<file path="src/tsc_pkg.sv">
`default_nettype none

package tsc_pkg;

	// Core sizes.
	localparam int WORD_W    = 16;  // Data and instruction width.
	localparam int NUM_REGS  = 4;   // Architectural registers.
	localparam int MEM_DEPTH = 256; // Unified memory words.

	typedef logic [WORD_W-1:0]            word_t;
	typedef logic [$clog2(NUM_REGS)-1:0]  reg_idx_t;
	typedef logic [$clog2(MEM_DEPTH)-1:0] mem_addr_t;
	typedef logic [7:0]                   imm_t;    // Instruction bits 7..0.
	typedef logic [11:0]                  target_t; // Instruction bits 11..0.

	localparam reg_idx_t LINK_REG = 2'd2; // JAL writes its return address here.

	// Next PC select.
	localparam logic [1:0] PC_NEXT   = 2'd0; // PC plus one.
	localparam logic [1:0] PC_BRANCH = 2'd1; // PC plus one plus offset.
	localparam logic [1:0] PC_JUMP   = 2'd2; // Low 12 bits from target.
	localparam logic [1:0] PC_REG    = 2'd3; // Register value.

	// Opcodes in bits 15..12.
	typedef enum logic [3:0] {
		OP_BNE = 4'd0,
		OP_BEQ = 4'd1,
		OP_BGZ = 4'd2,
		OP_BLZ = 4'd3,
		OP_ADI = 4'd4,
		OP_ORI = 4'd5,
		OP_LHI = 4'd6,
		OP_LWD = 4'd7,
		OP_SWD = 4'd8,
		OP_JMP = 4'd9,
		OP_JAL = 4'd10,
		OP_JPR = 4'd11,
		OP_WWD = 4'd12,
		OP_HLT = 4'd13,
		OP_ALU = 4'd15  // R-type, function in bits 5..0.
	} opcode_e;

	// R-type functions.
	typedef enum logic [5:0] {
		FUNC_ADD = 6'd0,
		FUNC_SUB = 6'd1,
		FUNC_AND = 6'd2,
		FUNC_ORR = 6'd3,
		FUNC_NOT = 6'd4,
		FUNC_TCP = 6'd5, // Two's complement.
		FUNC_SHL = 6'd6,
		FUNC_SHR = 6'd7  // Logical shift.
	} func_e;

	typedef enum logic [2:0] {
		ST_IDLE,
		ST_FETCH,
		ST_DECODE,
		ST_EXECUTE,
		ST_MEMORY,
		ST_WRITEBACK,
		ST_OUTPUT,
		ST_HALT
	} cpu_state_e;

	typedef struct packed {
		opcode_e op;
		func_e   func;
	} alu_ctrl_t;

	typedef struct packed {
		mem_addr_t addr;
		word_t     wdata;
		logic      we;
	} mem_req_t;

	typedef struct packed {
		mem_addr_t addr;
		word_t     data;
	} load_t;

endpackage

`default_nettype wire
</file>
<file path="src/unified_memory.sv">
`default_nettype none

module unified_memory (
	input  logic              clk,
	input  tsc_pkg::mem_req_t req,
	output tsc_pkg::word_t    rdata,
	input  tsc_pkg::load_t    load,
	input  logic              load_en
);

	tsc_pkg::word_t mem [tsc_pkg::MEM_DEPTH]; // Instructions and data.

	// Load port wins over the core.
	always_ff @(posedge clk) begin
		if (load_en) begin
			mem[load.addr] <= load.data;
		end else if (req.we) begin
			mem[req.addr] <= req.wdata;
		end
	end

	// Registered read. Valid one cycle after the address.
	always_ff @(posedge clk) begin
		rdata <= mem[req.addr];
	end

endmodule

`default_nettype wire

</file>
<file path="config.mk">
export PLATFORM = sky130hd
export DESIGN_NAME = unified_memory
export DESIGN_NICKNAME = d
export VERILOG_FILES = /design/src/tsc_pkg.sv /design/src/unified_memory.sv
export SDC_FILE = /design/constraint.sdc
export NUM_CORES = 2
export LEC_CHECK = 0
export BUFFER_PORTS_ARGS = -buffer_cell sky130_fd_sc_hd__buf_2
export CORE_UTILIZATION = 30
export DETAILED_ROUTE_END_ITERATION = 12
export GPL_TIMING_DRIVEN = 0
export PLACE_DENSITY_LB_ADDON = 0.05
export SETUP_SLACK_MARGIN = 0.02
export SLEW_MARGIN = 20
export SYNTH_ARGS = -nofsm -noshare
export SYNTH_HDL_FRONTEND = slang
export SYNTH_SLANG_ARGS = --single-unit
</file>
<file path="constraint.sdc">
create_clock -name clk -period 5.8 [get_ports clk]
set_clock_uncertainty 0.15 [all_clocks]
set_input_delay 0.58 -clock clk [delete_from_list [all_inputs] [get_ports clk]]
set_output_delay 0.58 -clock clk [all_outputs]
set_load 0.01 [all_outputs]
</file>
==> impl_metrics.tcl <==
set metrics [dict create \
    setup_violations 1 \
    dp_worst_setup_slack_ns -0.740 \
    violations "setup timing" \
    cts_buffers 467 \
    die_w_um 730 \
    routed_wire_length_per_instance_um 45.6 \
    cts_root_buffer "clkbuf_16" \
    postCtsResizedCells 0 \
    power_density_nw_per_um2 344 \
    cp-start-kind "input port" \
    io_pins 67 \
    tightestPinTransition_ns 1.33 \
    drv_slew 0 \
    grt_pass1_wl_um 921000 \
    synth_area_leaders "edfxtp_1 (77%), mux4_2 (11%), mux2i_1 (4.1%)" \
    crit_required_ns 6.48 \
    dp.cells 14972 \
    vias 88756 \
    nFillCells 48363 \
    gr-total-overflow 0 \
    grt_max_degree 81 \
    status "finished with violations" \
    timing.final.ws_setup_ns -0.0877 \
    period_share_pct 102 \
    fin_cells 15915 \
    power.total_mw 67.1 \
    yosys_register_bits 4112 \
    hp-class "in -> reg" \
    ys_async_sr_fraction_pct 0 \
    grt_use_met2_pct 43.0 \
    clk_latency_ns 1.12 \
    clock_sinks 4112 \
    netlist_area_um2 159000 \
    peakVddDrop_v 0.000272 \
    seq_area_um2 123000 \
    final_nets 8513 \
    first_iter_violations 12015 \
    path_clk_slew_ns 0.06 \
    die_h_um 730 \
    crit_arrival_ns 6.57 \
    synth_commonest_cells "edfxtp_1 (4096), mux4_2 (795), mux2i_1 (657)" \
    slew_headroom_pct 11.1 \
    top_usage_layer "met2" \
    synth_cells 7506 \
    maxCapViolations 0 \
    route.detailed.drc 0 \
    synth_nets 7557 \
    grtUsageMet3_pct 4.97 \
    p_leak_nw 60.7 \
    layout_min_cycle_time_ns 5.89 \
    dp_hpwl_um 522000 \
    ys.warnings.count 0 \
    met1_usage_pct 34.8 \
    grt_pass1_vias 86660 \
    synth_edf_count 4096 \
    fp.coreArea_um2 528000 \
    multiInputGateArea_um2 35200 \
    syn_to_final_growth_pct 22.7 \
    synth_area_per_cell_um2 21.2 \
    antenna_found_initial 83 \
    drive_gt1_share_pct 29.3 \
    worst_setup_path_end_kind "register" \
    first_pass_iters 8 \
    dieArea_um2 533000 \
    hold_viol 0 \
    grtUsageTotal_pct 26.7 \
    ys_seq_area_share_pct 77.5 \
    yosys.area.top_type "edfxtp_1" \
    rsz0062_at_grt "false" \
    drtAntennaViolNets 0 \
    crit_type "in -> reg" \
    io_buffers 65 \
    routabilityCongestion 0.967 \
    start_util_pct 30.1 \
    ys.flop_type "edfxtp_1" \
    htreeDepth 5 \
    fmax_mhz 170 \
    critPathMaxFanout 10 \
    yosysTopAreaCellShare_pct 77.3 \
    routed_via_density 5.58 \
    ctsLongestPathBuffers 4 \
    cts_tree "yes" \
    synth_cell_type_count 65 \
    rows 267 \
    yosysMostFrequentCell "edfxtp_1" \
    postRouteWirelength_um 725000 \
]
[worst max-delay path: stages]
cell     delay, ns
buf_2         0.15
buf_4         0.25
buf_2         0.32
buf_2         0.84
buf_2         0.94
mux4_2        0.44
o22ai_1       0.09
o21ai_0       0.63
o41a_1        0.54
nand4_1       0.58
nor3_1        1.07
[flip-flops by register name, indices dropped and copies added (netlist names)]
register	flops
mem	4096
rdata	16
[power by group]
part           leakage, nW  internal (mW)  total (mW)  switching (mW)
Sequential            36.0           33.1        33.1          0.0280
Clock                 7.21           16.4        28.9            12.6
Combinational         17.4           1.40        5.09            3.69
[layout by cell type (no fill, tap or decap), types with 20 or more instances in the layout]
| cell type | n |
|---|---|
| a21oi_1 | 127 |
| a22o_1 | 20 |
| a22oi_1 | 50 |
| buf_12 | 137 |
| buf_16 | 237 |
| buf_2 | 160 |
| buf_4 | 57 |
| buf_6 | 109 |
| bufinv_16 | 33 |
| clkbuf_1 | 162 |
| clkbuf_16 | 469 |
| clkbuf_2 | 117 |
| clkinv_1 | 144 |
| clkinv_2 | 90 |
| diode_2 | 56 |
| edfxtp_1 | 4096 |
| mux2i_1 | 657 |
| mux4_2 | 795 |
| nand2_1 | 172 |
| nand3_1 | 52 |
| nor2_1 | 30 |
| nor2_4 | 250 |
| nor3_1 | 123 |
| nor4_1 | 25 |
| o21ai_0 | 42 |
| o221ai_1 | 221 |
| o22ai_1 | 178 |
[through the flow]
step                utilization [%]  hold slack (ns)  cell area [um2]  setup TNS, ns
detailed placement             34.1            0.828           180000         -36.45
floorplan                         -            0.704           159000              0
global placement               31.8            0.831           168000              -
CTS                            36.9           0.0147           195000              0
finish                         36.9           0.0457           195000        -0.0877
global route                   36.9           0.0400           195000              0
[path summary, 6_finish.rpt]
kind	depth (start not counted)	endpoint	slack (ns)	from
setup reg to reg	7	rdata[4]$_DFF_P_	1.46	mem[96][4]$_DFFE_PP_
setup / recovery	11	rdata[4]$_DFF_P_	-0.09	req[18]
hold / removal	4	mem[56][8]$_DFFE_PP_	0.05	req[9]
hold reg to reg	6	rdata[14]$_DFF_P_	1.04	mem[226][14]$_DFFE_PP_
[what timing repair did]
item | 4_1_cts | 5_1_grt
hold buffers | 11 | 0
endpoints found under the hold margin | 79 | 0
buffers inserted | 0 | 0
[area by class of cell]
class,count,area share [%]
inverter,4,0.00769
clock inverter,299,1.31
antenna,56,0.0718
clock buffer,573,6.25
multi-input combinational,2946,18.1
timing repair buffer,487,5.16
sequential,4112,63.2
buffer,444,1.49
tap,6994,4.48
[layer usage]
| metal | routed length, um | vias to the layer above |
|---|---|---|
| met5 | 127 | - |
| met4 | 42300 | 18 |
| met3 | 51200 | 1185 |
| met2 | 340000 | 4444 |
| met1 | 292000 | 49248 |
| li1 | - | 33861 |
[cells by family after synthesis]
kind of cell / synth area share [%]
simple gates: 2.12
flops: 77.5
buf+inv: 1.69
mux: 15.4
compound gates: 3.24
(Power assumes the default switching activity.)
