<file path="config.mk">
export PLATFORM = sky130hd
export DESIGN_NAME = cpu_core
export DESIGN_NICKNAME = d
export VERILOG_FILES = /design/src/tsc_pkg.sv /design/src/cpu_core.sv /design/src/control_unit.sv /design/src/register_file.sv /design/src/alu.sv
export SDC_FILE = /design/constraint.sdc
export NUM_CORES = 1
export LEC_CHECK = 0
export ABC_AREA = 1
export BUFFER_PORTS_ARGS = -buffer_cell sky130_fd_sc_hd__buf_4
export CAP_MARGIN = 40
export CORE_MARGIN = 4
export CORE_UTILIZATION = 60
export DETAILED_ROUTE_END_ITERATION = 10
export PLACE_DENSITY = 0.81
export SYNTH_ARGS = -nofsm -noshare
export SYNTH_HDL_FRONTEND = slang
export SYNTH_SLANG_ARGS = --single-unit
</file>
<file path="constraint.sdc">
create_clock -name clk -period 6.5 [get_ports clk]
set_input_delay 0.65 -clock clk [delete_from_list [all_inputs] [get_ports clk]]
set_output_delay 0.65 -clock clk [all_outputs]
set_load 0.005 [all_outputs]
</file>
<file path="src/tsc_pkg.sv">
`default_nettype none

package tsc_pkg;

	// Core sizes.
	localparam int WORD_W    = 16;  // Data and instruction width.
	localparam int NUM_REGS  = 4;   // Architectural registers.
	localparam int MEM_DEPTH = 256; // Unified memory words.

	typedef logic [WORD_W-1:0]            word_t;
	typedef logic [$clog2(NUM_REGS)-1:0]  reg_idx_t;
	typedef logic [$clog2(MEM_DEPTH)-1:0] mem_addr_t;
	typedef logic [7:0]                   imm_t;    // Instruction bits 7..0.
	typedef logic [11:0]                  target_t; // Instruction bits 11..0.

	localparam reg_idx_t LINK_REG = 2'd2; // JAL writes its return address here.

	// Next PC select.
	localparam logic [1:0] PC_NEXT   = 2'd0; // PC plus one.
	localparam logic [1:0] PC_BRANCH = 2'd1; // PC plus one plus offset.
	localparam logic [1:0] PC_JUMP   = 2'd2; // Low 12 bits from target.
	localparam logic [1:0] PC_REG    = 2'd3; // Register value.

	// Opcodes in bits 15..12.
	typedef enum logic [3:0] {
		OP_BNE = 4'd0,
		OP_BEQ = 4'd1,
		OP_BGZ = 4'd2,
		OP_BLZ = 4'd3,
		OP_ADI = 4'd4,
		OP_ORI = 4'd5,
		OP_LHI = 4'd6,
		OP_LWD = 4'd7,
		OP_SWD = 4'd8,
		OP_JMP = 4'd9,
		OP_JAL = 4'd10,
		OP_JPR = 4'd11,
		OP_WWD = 4'd12,
		OP_HLT = 4'd13,
		OP_ALU = 4'd15  // R-type, function in bits 5..0.
	} opcode_e;

	// R-type functions.
	typedef enum logic [5:0] {
		FUNC_ADD = 6'd0,
		FUNC_SUB = 6'd1,
		FUNC_AND = 6'd2,
		FUNC_ORR = 6'd3,
		FUNC_NOT = 6'd4,
		FUNC_TCP = 6'd5, // Two's complement.
		FUNC_SHL = 6'd6,
		FUNC_SHR = 6'd7  // Logical shift.
	} func_e;

	typedef enum logic [2:0] {
		ST_IDLE,
		ST_FETCH,
		ST_DECODE,
		ST_EXECUTE,
		ST_MEMORY,
		ST_WRITEBACK,
		ST_OUTPUT,
		ST_HALT
	} cpu_state_e;

	typedef struct packed {
		opcode_e op;
		func_e   func;
	} alu_ctrl_t;

	typedef struct packed {
		mem_addr_t addr;
		word_t     wdata;
		logic      we;
	} mem_req_t;

	typedef struct packed {
		mem_addr_t addr;
		word_t     data;
	} load_t;

endpackage

`default_nettype wire
</file>
<file path="src/cpu_core.sv">
`default_nettype none

module cpu_core (
	input  logic              clk,
	input  logic              rst_n,
	input  logic              start,
	output tsc_pkg::mem_req_t mem_req,
	input  tsc_pkg::word_t    mem_rdata,
	output tsc_pkg::word_t    out_data,
	output logic              out_valid,
	input  logic              out_ready,
	output logic              halted,
	output logic              idle
);

	tsc_pkg::word_t      pc;
	tsc_pkg::word_t      ir;      // Instruction register.
	tsc_pkg::word_t      a_reg;   // rs operand.
	tsc_pkg::word_t      b_reg;   // rt operand.
	tsc_pkg::word_t      res_reg; // ALU result or link address.
	tsc_pkg::word_t      rs_data;
	tsc_pkg::word_t      rt_data;
	tsc_pkg::word_t      alu_b;
	tsc_pkg::word_t      alu_result;
	tsc_pkg::word_t      pc_plus1;
	tsc_pkg::word_t      pc_next;
	tsc_pkg::word_t      wr_data;
	tsc_pkg::word_t      imm_sext;
	tsc_pkg::word_t      imm_zext;
	tsc_pkg::imm_t       imm;
	tsc_pkg::target_t    target;
	tsc_pkg::cpu_state_e state;
	tsc_pkg::alu_ctrl_t  alu_ctrl;
	tsc_pkg::reg_idx_t   wr_sel;
	logic                reg_wr;
	logic                mem_we;
	logic                ir_load;
	logic                cond;
	logic [1:0]          pc_src;

	assign imm      = ir[7:0];
	assign target   = ir[11:0];
	assign imm_sext = {{8{imm[7]}}, imm};
	assign imm_zext = {8'h00, imm};
	assign pc_plus1 = pc + 16'd1;

	control_unit control_unit_inst (
		.clk       (clk),
		.rst_n     (rst_n),
		.start     (start),
		.instr     (ir),
		.cond      (cond),
		.out_ready (out_ready),
		.state     (state),
		.alu_ctrl  (alu_ctrl),
		.reg_wr    (reg_wr),
		.wr_sel    (wr_sel),
		.mem_we    (mem_we),
		.pc_src    (pc_src),
		.ir_load   (ir_load)
	);

	// Indices come straight from the fetched word during DECODE.
	register_file register_file_inst (
		.clk     (clk),
		.rst_n   (rst_n),
		.rs_idx  (mem_rdata[11:10]),
		.rt_idx  (mem_rdata[9:8]),
		.rs_data (rs_data),
		.rt_data (rt_data),
		.wr_en   (reg_wr),
		.wr_idx  (wr_sel),
		.wr_data (wr_data)
	);

	// Second operand select.
	always_comb begin
		case (alu_ctrl.op)
			tsc_pkg::OP_ADI,
			tsc_pkg::OP_LWD,
			tsc_pkg::OP_SWD: alu_b = imm_sext;
			tsc_pkg::OP_ORI,
			tsc_pkg::OP_LHI: alu_b = imm_zext;
			default:         alu_b = b_reg;
		endcase
	end

	alu alu_inst (
		.a      (a_reg),
		.b      (alu_b),
		.ctrl   (alu_ctrl),
		.result (alu_result),
		.cond   (cond)
	);

	always_comb begin
		case (pc_src)
			tsc_pkg::PC_BRANCH: pc_next = pc_plus1 + imm_sext;
			tsc_pkg::PC_JUMP:   pc_next = {pc_plus1[15:12], target};
			tsc_pkg::PC_REG:    pc_next = a_reg;
			default:            pc_next = pc_plus1;
		endcase
	end

	always_ff @(posedge clk) begin
		if (!rst_n) begin
			pc <= '0;
		end else if ((state == tsc_pkg::ST_IDLE || state == tsc_pkg::ST_HALT) && start) begin
			pc <= '0;
		end else if (state == tsc_pkg::ST_EXECUTE) begin
			pc <= pc_next; // One PC update per instruction.
		end
	end

	// Instruction and operand latches.
	always_ff @(posedge clk) begin
		if (ir_load) begin
			ir    <= mem_rdata;
			a_reg <= rs_data;
			b_reg <= rt_data;
		end
		if (state == tsc_pkg::ST_EXECUTE) begin
			res_reg <= (alu_ctrl.op == tsc_pkg::OP_JAL) ? pc_plus1 : alu_result;
		end
	end

	assign wr_data = (alu_ctrl.op == tsc_pkg::OP_LWD) ? mem_rdata : res_reg;

	// Data address in MEMORY, PC otherwise.
	assign mem_req.addr  = (state == tsc_pkg::ST_MEMORY) ?
		res_reg[$bits(tsc_pkg::mem_addr_t)-1:0] : pc[$bits(tsc_pkg::mem_addr_t)-1:0];
	assign mem_req.wdata = b_reg; // SWD stores rt.
	assign mem_req.we    = mem_we;

	assign out_data  = a_reg; // Stable through OUTPUT.
	assign out_valid = (state == tsc_pkg::ST_OUTPUT);
	assign halted    = (state == tsc_pkg::ST_HALT);
	assign idle      = (state == tsc_pkg::ST_IDLE) || halted;

endmodule

`default_nettype wire

</file>
<file path="src/control_unit.sv">
`default_nettype none

module control_unit (
	input  logic                clk,
	input  logic                rst_n,
	input  logic                start,
	input  tsc_pkg::word_t      instr,     // Instruction register.
	input  logic                cond,      // From the ALU.
	input  logic                out_ready,
	output tsc_pkg::cpu_state_e state,
	output tsc_pkg::alu_ctrl_t  alu_ctrl,
	output logic                reg_wr,
	output tsc_pkg::reg_idx_t   wr_sel,
	output logic                mem_we,
	output logic [1:0]          pc_src,
	output logic                ir_load
);

	tsc_pkg::opcode_e    op;
	tsc_pkg::func_e      func;
	tsc_pkg::cpu_state_e next_state;

	// Instruction fields.
	assign op   = tsc_pkg::opcode_e'(instr[15:12]);
	assign func = tsc_pkg::func_e'(instr[5:0]);

	assign alu_ctrl.op   = op;
	assign alu_ctrl.func = func;

	always_ff @(posedge clk) begin
		if (!rst_n) begin
			state <= tsc_pkg::ST_IDLE;
		end else begin
			state <= next_state;
		end
	end

	// Next state.
	always_comb begin
		next_state = state;
		case (state)
			tsc_pkg::ST_IDLE,
			tsc_pkg::ST_HALT: begin
				if (start) next_state = tsc_pkg::ST_FETCH; // Restart at PC zero.
			end
			tsc_pkg::ST_FETCH:  next_state = tsc_pkg::ST_DECODE; // Read in flight.
			tsc_pkg::ST_DECODE: next_state = tsc_pkg::ST_EXECUTE;
			tsc_pkg::ST_EXECUTE: begin
				case (op)
					tsc_pkg::OP_ALU,
					tsc_pkg::OP_ADI,
					tsc_pkg::OP_ORI,
					tsc_pkg::OP_LHI,
					tsc_pkg::OP_JAL: next_state = tsc_pkg::ST_WRITEBACK;
					tsc_pkg::OP_LWD,
					tsc_pkg::OP_SWD: next_state = tsc_pkg::ST_MEMORY;
					tsc_pkg::OP_WWD: next_state = tsc_pkg::ST_OUTPUT;
					tsc_pkg::OP_HLT: next_state = tsc_pkg::ST_HALT;
					default:         next_state = tsc_pkg::ST_FETCH; // Branches, jumps.
				endcase
			end
			tsc_pkg::ST_MEMORY: begin
				// Loads still need the register write.
				if (op == tsc_pkg::OP_LWD) next_state = tsc_pkg::ST_WRITEBACK;
				else                       next_state = tsc_pkg::ST_FETCH;
			end
			tsc_pkg::ST_WRITEBACK: next_state = tsc_pkg::ST_FETCH;
			tsc_pkg::ST_OUTPUT: begin
				if (out_ready) next_state = tsc_pkg::ST_FETCH; // Stall until taken.
			end
			default: next_state = tsc_pkg::ST_IDLE;
		endcase
	end

	// State-qualified strobes.
	assign ir_load = (state == tsc_pkg::ST_DECODE);
	assign reg_wr  = (state == tsc_pkg::ST_WRITEBACK);
	assign mem_we  = (state == tsc_pkg::ST_MEMORY) && (op == tsc_pkg::OP_SWD);

	// Destination register.
	always_comb begin
		case (op)
			tsc_pkg::OP_ALU: wr_sel = instr[7:6];        // rd.
			tsc_pkg::OP_JAL: wr_sel = tsc_pkg::LINK_REG;
			default:         wr_sel = instr[9:8];        // rt.
		endcase
	end

	// Next PC source, used by the core in EXECUTE.
	always_comb begin
		case (op)
			tsc_pkg::OP_BNE,
			tsc_pkg::OP_BEQ,
			tsc_pkg::OP_BGZ,
			tsc_pkg::OP_BLZ: pc_src = cond ? tsc_pkg::PC_BRANCH : tsc_pkg::PC_NEXT;
			tsc_pkg::OP_JMP,
			tsc_pkg::OP_JAL: pc_src = tsc_pkg::PC_JUMP;
			tsc_pkg::OP_JPR: pc_src = tsc_pkg::PC_REG;
			default:         pc_src = tsc_pkg::PC_NEXT;
		endcase
	end

endmodule

`default_nettype wire

</file>
<file path="src/register_file.sv">
`default_nettype none

module register_file (
	input  logic              clk,
	input  logic              rst_n,
	input  tsc_pkg::reg_idx_t rs_idx,
	input  tsc_pkg::reg_idx_t rt_idx,
	output tsc_pkg::word_t    rs_data,
	output tsc_pkg::word_t    rt_data,
	input  logic              wr_en,
	input  tsc_pkg::reg_idx_t wr_idx,
	input  tsc_pkg::word_t    wr_data
);

	tsc_pkg::word_t regs [tsc_pkg::NUM_REGS]; // Register array.

	// Single write port on the edge.
	always_ff @(posedge clk) begin
		if (!rst_n) begin
			for (int i = 0; i < tsc_pkg::NUM_REGS; i++) begin
				regs[i] <= '0;
			end
		end else if (wr_en) begin
			regs[wr_idx] <= wr_data;
		end
	end

	// Two asynchronous read ports.
	assign rs_data = regs[rs_idx];
	assign rt_data = regs[rt_idx];

endmodule

`default_nettype wire

</file>
<file path="src/alu.sv">
`default_nettype none

module alu (
	input  tsc_pkg::word_t     a,      // Usually rs.
	input  tsc_pkg::word_t     b,      // rt or extended immediate.
	input  tsc_pkg::alu_ctrl_t ctrl,
	output tsc_pkg::word_t     result,
	output logic               cond    // Branch taken.
);

	// Word result.
	always_comb begin
		result = a; // Pass a through when nothing applies.
		case (ctrl.op)
			tsc_pkg::OP_ALU: begin
				case (ctrl.func)
					tsc_pkg::FUNC_ADD: result = a + b;
					tsc_pkg::FUNC_SUB: result = a - b;
					tsc_pkg::FUNC_AND: result = a & b;
					tsc_pkg::FUNC_ORR: result = a | b;
					tsc_pkg::FUNC_NOT: result = ~a;
					tsc_pkg::FUNC_TCP: result = (~a) + 16'd1; // Negate.
					tsc_pkg::FUNC_SHL: result = a << 1;
					tsc_pkg::FUNC_SHR: result = a >> 1;       // Zero fill.
					default:           result = a;
				endcase
			end
			// Immediate add and memory address.
			tsc_pkg::OP_ADI,
			tsc_pkg::OP_LWD,
			tsc_pkg::OP_SWD: result = a + b;
			tsc_pkg::OP_ORI: result = a | b;  // b is zero-extended.
			tsc_pkg::OP_LHI: result = b << 8; // Immediate to upper byte.
			default:         result = a;
		endcase
	end

	// Branch condition.
	always_comb begin
		cond = 1'b0;
		case (ctrl.op)
			tsc_pkg::OP_BNE: cond = (a != b);
			tsc_pkg::OP_BEQ: cond = (a == b);
			tsc_pkg::OP_BGZ: cond = ($signed(a) > 0);
			tsc_pkg::OP_BLZ: cond = ($signed(a) < 0);
			default:         cond = 1'b0; // Not a branch.
		endcase
	end

endmodule

`default_nettype wire

</file>
==> impl_metrics.env <==
export IMPL_outcome="finished, final reports clean"
export IMPL_ys_flop_type="edfxtp_1"
export IMPL_routed_wl_met2_microns=20100
export IMPL_pin_count=64
export IMPL_die_w_microns=152
export IMPL_critical_path_arrival_ns=4.71
export IMPL_hold_buffers=0
export IMPL_top_register="register_file_inst.regs"
export IMPL_reg2regPathDepth=18
export IMPL_drv_slew=0
export IMPL_period_share_pct=67.9
export IMPL_antenna_found_initial=1
export IMPL_seq_area_frac_synth_pct=34.4
export IMPL_syn_avg_cell_area_sq_um=6.87
export IMPL_synth_seq_cells=150
export IMPL_wl_met1_microns=17000
export IMPL_cap_violations=0
export IMPL_route_detailed_drc=0
export IMPL_synth_edf_count=128
export IMPL_crit_path_end="pc[2]"
export IMPL_clockBufferDepth=2
export IMPL_grt_max_degree=38
export IMPL_port_buffers=63
export IMPL_slew_headroom_pct=41.3
export IMPL_end_kind="flip-flop"
export IMPL_largest_reg_flops=64
export IMPL_synth_most_common_cell="nand2_1"
export IMPL_period_needed_ns=4.41
export IMPL_die_area_sq_mm=0.0231
export IMPL_placementRows=52
export IMPL_synth_distinct_cells=52
export IMPL_finalSetupViolCount=0
export IMPL_crit_path_start="ir[14]"
export IMPL_synth_area_top_cells="edfxtp_1, nand2_1, nor2_1"
export IMPL_grt_pass1_wl_microns=69100
export IMPL_clock_root_buffer="clkbuf_16"
export IMPL_gp_congestion=1.05
export IMPL_antenna_left=0
export IMPL_power_density_cell_area_mw_per_mm2=288
export IMPL_power_mw=3.93
export IMPL_insertion_delay_ns=0.44
export IMPL_rsz0062_at_grt="false"
export IMPL_globalRouteOverflowTotal=0
export IMPL_p_leak_nw=6.03
export IMPL_synthArstFlopShare_pct=0
export IMPL_viasPerCell=6.23
export IMPL_drtPass1Iterations=6
export IMPL_ir_worst_vdd_mv=0.258
export IMPL_synth_top_area_cell="edfxtp_1"
export IMPL_highest_layer="met5"
export IMPL_hp_start="mem_rdata[6]"
export IMPL_hold_path_class="in -> reg"
export IMPL_hold_viol_final=0
export IMPL_drt_iter0_drc=1990
export IMPL_timing_rr_start="ir[14]"
export IMPL_clock_sinks=150
export IMPL_cts_setup_buffers=0
export IMPL_ff2ff_setup_slack_ns=2.09
export IMPL_die_h_microns=152
export IMPL_cts_max_level=4
export IMPL_start_util_pct=61.3
export IMPL_num_vias=13240
export IMPL_syn_inst=1813
export IMPL_fp_coreArea_sq_mm=0.0203
export IMPL_routed_wl_microns=45400
export IMPL_grt_use_total_pct=37.8
export IMPL_filler_cell_count=1815
export IMPL_max_freq_mhz=227
export IMPL_cts_resized=0
export IMPL_yosys_top_cells_count="nand2_1, nor2_1, inv_1, o21ai_0, edfxtp_1"
export IMPL_worstMarginPinSlew_ns=0.877
export IMPL_tritoncts="built"
export IMPL_whs_path_depth=1
export IMPL_crit_path_max_fanout=18
export IMPL_first_global_vias=12347
export IMPL_ff_latch_area_sq_mm=0.00428
export IMPL_wl_met3_microns=6110
export IMPL_synthesis_area_sq_mm=0.0125
export IMPL_drive_above_1_share_pct=9.27
export IMPL_cp_start_kind="flip-flop"
export IMPL_numCtsBuffers=17
export IMPL_clkTransAtPathRegs_ns=0.07
export IMPL_criticalPathCategory="reg -> reg"
export IMPL_routedWlPerCell_microns=21.4
export IMPL_dp_hpwl_microns=33800
export IMPL_area_growth_pct=9.67
export IMPL_antennaDiodeCount=0
export IMPL_r2r_end="pc[2]"
export IMPL_synth_top_cell_area_share_pct=30.9
export IMPL_synth_nets=1902
export IMPL_multi_input_area_sq_mm=0.00703
export IMPL_yosysWarnings=0
export IMPL_required_ns=6.80
export IMPL_nNetsFinal=1931
export IMPL_fin_worst_skew_ns=0.0142
export IMPL_tns_ns=0
## final cells by class
| class | instances | share of cell area (%) |
|---|---|---|
| Inverter | 226 | 6.23 |
| Multi-Input combinational cell | 1377 | 51.5 |
| Clock buffer | 17 | 3.12 |
| Tap cell | 270 | 2.47 |
| Timing Repair Buffer | 70 | 4.17 |
| Sequential cell | 150 | 31.4 |
| Clock inverter | 15 | 1.14 |
## per-stage QoR
step	hold WS (ns)	utilization [%]	worst slack, ns	instances	instance area (sq um)
5_1_grt	0.395	67.3	1.85	2125	13700
3_3_place_gp	0.461	64.0	2.29	2087	13000
3_5_place_dp	0.473	64.4	2.27	2093	13100
2_1_floorplan	0.443	-	3.57	1813	12500
4_1_cts	0.397	67.3	2.26	2125	13700
6_report	0.406	67.3	2.09	2125	13700
## per-layer routing
layer	track usage [%]	vias up
met2	57.9	975
li1	-	6063
met4	17.6	2
met3	9.84	184
met5	0	-
met1	50.3	6016
## power by group
group / leakage (nW) / internal, mW / total (mW) / switching, mW
clock: 0.281 / 0.514 / 0.986 / 0.472
sequential: 1.43 / 1.17 / 1.31 / 0.133
combinational: 4.32 / 0.488 / 1.64 / 1.15
total: 6.03 / 2.18 / 3.93 / 1.76
## worst min-delay path by stage
stage | endpoint | slack, ns
2_1_floorplan | control_unit_inst.state[0] | 0.44
3_3_place_gp | control_unit_inst.state[0] | 0.46
3_5_place_dp | control_unit_inst.state[0] | 0.47
4_1_cts | ir[6] | 0.40
5_1_grt | ir[0] | 0.40
6_report | ir[6] | 0.41
## cells in the final DEF, fill, tap and decap left out, types with 4 or more instances in the layout
cell       netlist  final
inv_1          205    204
o21ai_0        135    135
nor2_2          18     19
a21oi_1        111    111
xnor2_1          7      7
inv_2           10     11
nand2_1        427    427
nor3_2           7      7
buf_4            5     66
o21bai_1         5      5
dfxtp_1         22     22
nor2_1         293    292
nand2_2          5      5
ha_1            66     66
nor3_1          21     21
edfxtp_1       128    128
nand3b_1         8      8
nor2_4           4      4
xor2_1          17     17
o21ai_2          8      8
clkbuf_16        0     17
o22ai_1         47     47
or2_2            6      6
o211ai_1         7      7
inv_8            0      6
o21ai_1          5      5
clkinv_1        10     10
nand4_1         31     31
nand3_1        117    117
## critical path, stage by stage, from the launching register on
cell,delay [ns]
edfxtp_1,0.44
inv_1,0.16
nor2_4,0.14
nand2_2,0.23
o21ai_1,0.16
o21ai_1,0.20
o21ai_2,0.32
o21ai_0,0.30
ha_1,0.56
nor2_1,0.37
nand3_1,0.14
nor2_1,0.27
nand2_1,0.09
nand3_1,0.11
nand4_2,0.30
a21oi_1,0.30
nand2_1,0.08
nand2_1,0.06
a21oi_1,0.06
## cell families (layout without fill, tap and decap cells)
logic type,count (synthesis),in the layout,synth area share (%)
mux,1,1,0.0804
flops,150,150,34.4
buf+inv,286,328,9.23
compound gates,336,336,14.9
simple gates,947,947,32.6
fa+ha+maj,69,69,7.11
xor+xnor,24,24,1.69
No activity file was read; power rests on OpenSTA's default activity.
